$ cat config.mk
export PLATFORM = sky130hd
export DESIGN_NAME = issueTop
export DESIGN_NICKNAME = d
export VERILOG_FILES = /design/src/coreParamPkg.sv /design/src/issueTypesPkg.sv /design/src/payloadRam.sv /design/src/ageSelector.sv /design/src/issueCfgRegs.sv /design/src/issueBank.sv /design/src/issueTop.sv
export SDC_FILE = /design/constraint.sdc
export NUM_CORES = 1
export LEC_CHECK = 0
export BUFFER_PORTS_ARGS = -buffer_cell sky130_fd_sc_hd__buf_2
export CAP_MARGIN = 5
export CORE_MARGIN = 2
export CORE_UTILIZATION = 30
export CTS_BUF_LIST = sky130_fd_sc_hd__clkbuf_2
export CTS_CLUSTER_DIAMETER = 150
export CTS_CLUSTER_SIZE = 30
export DETAILED_ROUTE_END_ITERATION = 16
export PLACE_DENSITY = 0.45
export SYNTH_ARGS = -nofsm -noshare
export SYNTH_HDL_FRONTEND = slang
export SYNTH_HIERARCHICAL = 1
export SYNTH_SLANG_ARGS = --single-unit
export TNS_END_PERCENT = 100
$ cat constraint.sdc
create_clock -name clk -period 4.9 [get_ports clk]
set_clock_uncertainty 0.15 [all_clocks]
set_input_delay 0.98 -clock clk [delete_from_list [all_inputs] [get_ports clk]]
set_output_delay 0.98 -clock clk [all_outputs]
set_load 0.01 [all_outputs]
$ cat src/coreParamPkg.sv
`default_nettype none

package coreParamPkg;

    // Register and ROB tag widths
    localparam int PregWidth = 6;
    localparam int RobWidth = 5;    // Without the wrap bit
    localparam int FsqWidth = 4;

    // Issue queue geometry
    localparam int IqDepth = 8;
    localparam int IqIdxWidth = 3;
    localparam int OccWidth = IqIdxWidth + 1;   // Counts 0 to IqDepth

    // Writeback ports that broadcast wakeups
    localparam int WbPorts = 2;

    localparam int PayloadWidth = 16;

endpackage

`default_nettype wire

$ cat src/issueTypesPkg.sv
`default_nettype none

package issueTypesPkg;
    import coreParamPkg::*;

    typedef struct packed {
        logic dir;                  // Wrap bit
        logic [RobWidth-1:0] idx;
    } RobIdx;

    typedef struct packed {
        logic [PregWidth-1:0] rs1;
        logic rs1Ready;
        logic [PregWidth-1:0] rs2;
        logic rs2Ready;
        logic [PregWidth-1:0] rd;
        logic rdWe;
        RobIdx robIdx;
    } IssueStatus;

    typedef struct packed {
        logic [FsqWidth-1:0] fsqIdx;
        logic [PayloadWidth-FsqWidth-1:0] offset;
    } BranchRec;

    // One operand word, read as ALU immediate or as branch record
    typedef union packed {
        logic [PayloadWidth-1:0] imm;
        BranchRec branch;
    } IssuePayload;

    typedef struct packed {
        logic en;
        logic we;
        logic [PregWidth-1:0] rd;
    } WakeupBus;

    typedef struct packed {
        logic valid;
        RobIdx robIdx;
    } RedirectInfo;

    typedef struct packed {
        logic [PregWidth-1:0] rs1;
        logic [PregWidth-1:0] rs2;
        logic [PregWidth-1:0] rd;
        logic rdWe;
        RobIdx robIdx;
    } IssueOut;

    typedef struct packed {
        logic [OccWidth-1:0] watermark;
        logic issueHold;
    } IqCfg;

    // True when a is older than b; differing wrap bits reverse the order
    function automatic logic robOlder(input RobIdx a, input RobIdx b);
        return (a.dir == b.dir) ? (a.idx < b.idx) : (a.idx > b.idx);
    endfunction

endpackage

`default_nettype wire

$ cat src/payloadRam.sv
`timescale 1ns/1ps
`default_nettype none

module payloadRam
    import coreParamPkg::*, issueTypesPkg::*;
(
    input  logic clk,
    input  logic we_i,
    input  logic [IqIdxWidth-1:0] waddr_i,
    input  IssuePayload wdata_i,
    input  logic [IqIdxWidth-1:0] raddr_i,
    output IssuePayload rdata_o
);

    IssuePayload mem [IqDepth];

    always_ff @(posedge clk) begin
        if (we_i) begin
            mem[waddr_i] <= wdata_i;
        end
        rdata_o <= mem[raddr_i];   // Old data on a same-address write
    end

endmodule

`default_nettype wire

$ cat src/ageSelector.sv
`timescale 1ns/1ps
`default_nettype none

module ageSelector
    import coreParamPkg::*;
(
    input  logic clk,
    input  logic rst,
    input  logic [IqDepth-1:0] enqOneHot_i,
    input  logic [IqDepth-1:0] ready_i,
    input  logic grantEn_i,
    output logic [IqDepth-1:0] grant_o
);

    // olderOf[i][j] set means entry j is older than entry i
    logic [IqDepth-1:0] olderOf [IqDepth];

    always_ff @(posedge clk or posedge rst) begin
        if (rst) begin
            for (int i = 0; i < IqDepth; i++) begin
                olderOf[i] <= '0;
            end
        end else begin
            for (int i = 0; i < IqDepth; i++) begin
                if (enqOneHot_i[i]) begin
                    olderOf[i] <= ~enqOneHot_i;     // New entry is the youngest
                end else begin
                    olderOf[i] <= olderOf[i] & ~enqOneHot_i;
                end
            end
        end
    end

    // Oldest ready entry has no ready entry older than itself
    always_comb begin
        for (int i = 0; i < IqDepth; i++) begin
            grant_o[i] = grantEn_i & ready_i[i] & ~(|(olderOf[i] & ready_i));
        end
    end

    grantOneHot: assert property (@(posedge clk) disable iff (rst) $onehot0(grant_o))
        else $error("Age matrix granted more than one entry");

endmodule

`default_nettype wire

$ cat src/issueCfgRegs.sv
`timescale 1ns/1ps
`default_nettype none

module issueCfgRegs
    import coreParamPkg::*, issueTypesPkg::*;
(
    input  logic clk,
    input  logic rst,
    input  logic cfgWe_i,
    input  logic cfgAddr_i,
    input  logic [OccWidth-1:0] cfgWdata_i,
    output IqCfg cfg_o
);

    localparam logic AddrWatermark = 1'b0;

    logic [OccWidth-1:0] wmNext;

    // A zero watermark would hold full high forever
    assign wmNext = (cfgWdata_i == '0) ? OccWidth'(1) : cfgWdata_i;

    always_ff @(posedge clk or posedge rst) begin
        if (rst) begin
            cfg_o.watermark <= OccWidth'(IqDepth);
            cfg_o.issueHold <= 1'b0;
        end else if (cfgWe_i) begin
            if (cfgAddr_i == AddrWatermark) begin
                cfg_o.watermark <= wmNext;
            end else begin
                cfg_o.issueHold <= cfgWdata_i[0];   // Address 1
            end
        end
    end

endmodule

`default_nettype wire

$ cat src/issueBank.sv
`timescale 1ns/1ps
`default_nettype none

module issueBank
    import coreParamPkg::*, issueTypesPkg::*;
(
    input  logic clk,
    input  logic rst,
    input  logic enq_i,
    input  IssueStatus enqStatus_i,
    input  WakeupBus [WbPorts-1:0] wakeup_i,
    input  RedirectInfo redirect_i,
    input  logic issueReady_i,
    input  IqCfg cfg_i,
    input  logic [IqDepth-1:0] grant_i,
    input  IssuePayload ramRdata_i,
    output logic [IqDepth-1:0] ready_o,
    output logic [IqDepth-1:0] enqOneHot_o,
    output logic grantEn_o,
    output logic [IqIdxWidth-1:0] ramWaddr_o,
    output logic [IqIdxWidth-1:0] ramRaddr_o,
    output logic issueValid_o,
    output IssueOut issue_o,
    output logic [FsqWidth-1:0] issueFsqIdx_o,
    output logic full_o,
    output logic [OccWidth-1:0] occupancy_o
);

    logic [IqDepth-1:0] valid;
    IssueStatus slot [IqDepth];
    IssueStatus enqEntry;

    logic [IqDepth-1:0] wake1, wake2;
    logic [IqDepth-1:0] keep;
    logic [IqDepth-1:0] reserved, busy, free, freeOneHot;
    logic [IqIdxWidth-1:0] grantIdx, heldIdx;
    logic canAccept, took;

    function automatic logic wakeHit(input logic [PregWidth-1:0] tag,
                                     input WakeupBus [WbPorts-1:0] bus);
        logic hit;
        hit = 1'b0;
        for (int p = 0; p < WbPorts; p++) begin
            hit |= bus[p].en & bus[p].we & (bus[p].rd == tag);
        end
        return hit;
    endfunction

    function automatic logic [IqIdxWidth-1:0] toIdx(input logic [IqDepth-1:0] oneHot);
        logic [IqIdxWidth-1:0] idx;
        idx = '0;
        for (int i = 0; i < IqDepth; i++) begin
            if (oneHot[i]) begin
                idx |= IqIdxWidth'(i);
            end
        end
        return idx;
    endfunction

    // Same-cycle wakeup is folded into the new entry
    always_comb begin
        enqEntry = enqStatus_i;
        enqEntry.rs1Ready = enqStatus_i.rs1Ready | wakeHit(enqStatus_i.rs1, wakeup_i);
        enqEntry.rs2Ready = enqStatus_i.rs2Ready | wakeHit(enqStatus_i.rs2, wakeup_i);
    end

    always_comb begin
        for (int i = 0; i < IqDepth; i++) begin
            wake1[i] = wakeHit(slot[i].rs1, wakeup_i);
            wake2[i] = wakeHit(slot[i].rs2, wakeup_i);
            ready_o[i] = valid[i] & slot[i].rs1Ready & slot[i].rs2Ready;
            keep[i] = robOlder(slot[i].robIdx, redirect_i.robIdx);
        end
    end

    // Slot of the held issue output stays out of the free pool so its payload survives
    assign reserved = issueValid_o ? ({{(IqDepth-1){1'b0}}, 1'b1} << heldIdx) : '0;
    assign busy = valid | reserved;
    assign free = ~busy;
    assign freeOneHot = free & (~free + 1'b1);     // Lowest free slot
    assign enqOneHot_o = enq_i ? freeOneHot : '0;
    assign ramWaddr_o = toIdx(freeOneHot);

    assign canAccept = ~issueValid_o | issueReady_i;
    assign grantEn_o = canAccept & ~cfg_i.issueHold & ~redirect_i.valid;
    assign took = |grant_i;
    assign grantIdx = toIdx(grant_i);
    assign ramRaddr_o = canAccept ? grantIdx : heldIdx;   // Re-read while stalled

    always_ff @(posedge clk or posedge rst) begin
        if (rst) begin
            valid <= '0;
        end else if (redirect_i.valid) begin
            valid <= valid & keep;      // No enqueue or grant in a redirect cycle
        end else begin
            valid <= (valid | enqOneHot_o) & ~grant_i;
        end
    end

    always_ff @(posedge clk) begin
        for (int i = 0; i < IqDepth; i++) begin
            if (enqOneHot_o[i]) begin
                slot[i] <= enqEntry;
            end else begin
                if (wake1[i]) begin
                    slot[i].rs1Ready <= 1'b1;
                end
                if (wake2[i]) begin
                    slot[i].rs2Ready <= 1'b1;
                end
            end
        end
    end

    always_ff @(posedge clk or posedge rst) begin
        if (rst) begin
            issueValid_o <= 1'b0;
        end else if (canAccept) begin
            issueValid_o <= took;
        end
    end

    always_ff @(posedge clk) begin
        if (took) begin
            issue_o.rs1 <= slot[grantIdx].rs1;
            issue_o.rs2 <= slot[grantIdx].rs2;
            issue_o.rd <= slot[grantIdx].rd;
            issue_o.rdWe <= slot[grantIdx].rdWe;
            issue_o.robIdx <= slot[grantIdx].robIdx;
            heldIdx <= grantIdx;
        end
    end

    assign issueFsqIdx_o = ramRdata_i.branch.fsqIdx;

    always_comb begin
        occupancy_o = '0;
        for (int i = 0; i < IqDepth; i++) begin
            occupancy_o += OccWidth'(valid[i]);
        end
    end

    assign full_o = (occupancy_o >= cfg_i.watermark) | (&busy);

    noEnqWhenFull: assert property (@(posedge clk) disable iff (rst) !(enq_i && (&busy)))
        else $error("Enqueue with no free entry");

endmodule

`default_nettype wire

$ cat src/issueTop.sv
`timescale 1ns/1ps
`default_nettype none

module issueTop
    import coreParamPkg::*, issueTypesPkg::*;
(
    input  logic clk,
    input  logic rst,
    input  logic enq_i,
    input  IssueStatus enqStatus_i,
    input  IssuePayload enqPayload_i,
    input  WakeupBus [WbPorts-1:0] wakeup_i,
    input  RedirectInfo redirect_i,
    input  logic issueReady_i,
    input  logic cfgWe_i,
    input  logic cfgAddr_i,
    input  logic [OccWidth-1:0] cfgWdata_i,
    output logic issueValid_o,
    output IssueOut issue_o,
    output IssuePayload issuePayload_o,
    output logic [FsqWidth-1:0] issueFsqIdx_o,
    output logic full_o,
    output logic [OccWidth-1:0] occupancy_o
);

    IqCfg cfg;
    logic [IqDepth-1:0] ready;
    logic [IqDepth-1:0] enqOneHot;
    logic [IqDepth-1:0] grant;
    logic grantEn;
    logic [IqIdxWidth-1:0] ramWaddr, ramRaddr;

    issueCfgRegs cfgRegs (
        .clk(clk),
        .rst(rst),
        .cfgWe_i(cfgWe_i),
        .cfgAddr_i(cfgAddr_i),
        .cfgWdata_i(cfgWdata_i),
        .cfg_o(cfg)
    );

    issueBank bank (
        .clk(clk),
        .rst(rst),
        .enq_i(enq_i),
        .enqStatus_i(enqStatus_i),
        .wakeup_i(wakeup_i),
        .redirect_i(redirect_i),
        .issueReady_i(issueReady_i),
        .cfg_i(cfg),
        .grant_i(grant),
        .ramRdata_i(issuePayload_o),
        .ready_o(ready),
        .enqOneHot_o(enqOneHot),
        .grantEn_o(grantEn),
        .ramWaddr_o(ramWaddr),
        .ramRaddr_o(ramRaddr),
        .issueValid_o(issueValid_o),
        .issue_o(issue_o),
        .issueFsqIdx_o(issueFsqIdx_o),
        .full_o(full_o),
        .occupancy_o(occupancy_o)
    );

    ageSelector selector (
        .clk(clk),
        .rst(rst),
        .enqOneHot_i(enqOneHot),
        .ready_i(ready),
        .grantEn_i(grantEn),
        .grant_o(grant)
    );

    // Read data lines up with the issue register
    payloadRam payload (
        .clk(clk),
        .we_i(enq_i),
        .waddr_i(ramWaddr),
        .wdata_i(enqPayload_i),
        .raddr_i(ramRaddr),
        .rdata_o(issuePayload_o)
    );

endmodule

`default_nettype wire

==> run metrics <==
unrepaired setup endpoints after global routing true; Peak Freq about 0.17 GHz; Routed WL between 60 and 70 mm; Top FF cell, synth edfxtp_1; total power between 7000 and 8000 µW; hold_ws between 300 and 400 ps; most frequent cells in the layout edfxtp_1 (370), nor2_1 (128), xor2_1 (123); FF-to-FF End bank/issue_o[0]; top post-synthesis cells by area edfxtp_1 (51%), dfrtp_1 (8.8%), mux4_2 (5.6%); vias in the first global route 13.4k; register-to-register setup slack about 1000 ps; fraction of registers with async set/reset approximately 17%; H-tree depth 1; DP Cell Count ~2.5k; grt met3 use 1.70%; GR Util met2 a little over a quarter; largest net degree at the start of global routing 52; Setup Slack @ Placement -23.2 ps; CP Launch Type flip-flop; First-pass DRT Iterations 5; Synth Cell Area about 22000 µm²; layout cells sized above 1 a little under 20%; IO Count between 100 and 150; Synth Area in Compound Gates 4.18%; worst-margin pin slew about 1100 ps; fill count 7028; Port Buffer Count 126; Mapped Cells 1502; crit path kind flip-flop to primary output; EDFF count, synth 370; via count approximately 13k; initial antenna violation count 4; Crit. End Element primary output; TritonCTS clock tree done; sequential power share 64.5%; WL/cell between 20 and 25 µm; Hold Violations, Final 0; Slowest cell on crit path fa_1; CTS sink cnt approximately 470; TritonCTS Buffers 19; Reg2Reg Depth 8; RR Startpoint bank/valid[2]; Leakage roughly 0.0089 µW; CP cell instances fa_1 -> inv_1 -> fa_1 -> fa_1 -> inv_2 -> ha_4 -> fa_2 -> ha_1 -> a21o_1 -> a21o_1 -> a21oi_2 -> o21ai_2 -> buf_2; Core Util, Final between 30% and 40%; Yosys reg bits 466; leading area contributor after synthesis edfxtp_1; Buffers & Inverters on Critical Path 3; Routed Antenna Nets 0; Tcrit/Tclk final 123%; GR Util met1 between 20% and 30%; Syn Area/Cell between 10 and 15 µm²; first-pass GRT wire length 89.8 mm; Post-Synth XOR/XNOR Area between 9 and 10%; DRT iter0 DRCs 1004; worst skew pair latency between 1000 and 1500 ps; worst vdd ir between 100 and 150 µV; Vias/cell around 4.9; Post-Synth Adder-Cell Area roughly 3.1%; # rows 98; Critical Path Max Stage Delay 530 ps; Yosys warnings 6; Reg clk slew, reported paths approximately 580 ps; WP data required between 3000 and 4000 ps; GRT Util Overall roughly 16%; DRC viols 0; CP delay by family, top adder cells; switching power ~2000 µW; Starting Density just over 30%; Internal around 5300 µW; mux contribution to synthesized area 10.6%; combinational share of power 17.3%; GP Congestion 0.804; worst-path fanout max 2; Yosys cell types 67; crit path DAT 4870 ps; Area growth syn-to-layout 12.3%; leading cell type in the layout, fill and taps excluded edfxtp_1; final setup vio count 4; Slew headroom ~29%; most used cell, CP fa_1; Synth top area share around 50%; Max Cap Viol 0; Min-Delay Path Class input port to async pin; failing checks setup timing; Die H about 270 µm; Finished Layout Cells between 2k and 3k; Die W about 270 µm; crit path to full_o; Clk network pwr share 18.2%; Slew Viols, Final 0; root buf cell clkbuf_2; global route total overflow 0; synthesized-area fraction occupied by and/or/nand/nor cells 8.80%; CTS Buffer Depth 3; post-DP HPWL 39.3 mm; switch share around 28%; Seq/Total Area, Yosys approximately three fifths; layer carrying the most global-route usage met2; Total Die Area between 70000 and 80000 µm²; Worst setup startpoint bank/valid[1]; outcome finished with violations; fin crit period approximately 6000 ps; pwr/cell area 299 nW/µm²; Final nets roughly 1.8k; largest family of logic cells by synthesized area multiplexers; Stages on worst setup path 13; core area ~72000 µm²; syn_nets 1629; Final WS setup -1100 ps
==> through the flow <==
step           setup TNS (ps)  instance area [µm²]
5_1_grt                 -3060                24500
6_report                -2210                24500
3_5_place_dp            -23.2                23600
4_1_cts                 -2690                24400
2_1_floorplan               0                21800
3_3_place_gp                0                23600
==> final cells by class <==
cell class	instances	area (µm²)	share of cell area (%)
Sequential cell	466	13400	54.9
Multi-Input combinational cell	916	7880	32.2
Timing Repair Buffer	230	1640	6.68
Tap cell	950	1190	4.86
Inverter	43	161	0.660
Clock buffer	31	155	0.634
Clock inverter	3	23.8	0.0972
Antenna cell	1	2.50	0.0102
==> logic make-up after synthesis <==
family | Yosys count
AO/OA/AOI/OAI | 131
XOR/XNOR | 225
AND/OR/NAND/NOR | 395
flip-flops | 466
multiplexers | 114
buffers and inverters | 120
adder cells (fa/ha/maj) | 51
==> worst reg2reg max path, stage by stage, from the launching register on <==
cell and delay [ps]:
dfrtp_1 680, and3_1 560, a222oi_1 220, nand3_1 160, nor3_2 90, nor4_4 470, buf_12 470, mux4_2 630
o21ai_0 190
==> routing by layer <==
metal | vias to the layer above | part of all wire (%)
met5 | - | 0.081
met1 | 6758 | 45
met4 | 6 | 2.1
li1 | 5926 | -
met2 | 317 | 49
met3 | 57 | 4.2
==> worst min path at each step <==
stage	from	endpoint	slack [ps]
global route	rst	selector/olderOf[14]	290
CTS	redirect_i[5]	bank/valid[1]	200
detailed placement	selector/olderOf[41]	selector/olderOf[41]	330
floorplan	selector/olderOf[17]	selector/olderOf[17]	310
global placement	selector/olderOf[9]	selector/olderOf[9]	320
finish	rst	selector/olderOf[14]	320
==> sequential cells by signal, summed over array words and instances, names as in the netlist <==
| name | flops |
|---|---|
| cfgRegs/cfg_o | 5 |
| selector/olderOf | 64 |
| bank/valid | 8 |
| bank/slot | 216 |
| bank/issueValid_o | 1 |
| payload/mem | 128 |
| bank/heldIdx | 3 |
| payload/rdata_o | 16 |
| bank/issue_o | 25 |
==> cell usage after synthesis (all sizes together) (15+ instances only) <==
cell and count:
a22oi 17, xor2 124, inv 43, nor3 17
buf 61, xnor2 101, o21ai 36, dfxtp 18
nand2 108, nor2 134, nand3 16, edfxtp 370
ha 47, clkbuf 16, and3 15, dfrtp 77
nand4 21, mux2 23, mux4 82, nor4 39
a21oi 18
==> repair_timing <==
item                                   4_1_cts  5_1_grt
buffers inserted                             2        2
gates resized for setup                     15        5
setup endpoints to repair                    5        5
hold buffers                                58        0
pin swaps                                    7        3
endpoints found under the hold margin      407        0
==> power groups by stage <==
stage / clock, µW / sequential (µW) / combinational, µW
after detailed placement: 0 / 4800 / 1190
after global routing: 1540 / 4760 / 1380
after floorplan: 0 / 4790 / 734
final: 1330 / 4720 / 1260
after global placement: 0 / 4800 / 1190
after CTS: 1420 / 4730 / 1270
Power figures use the tool's default switching activity.
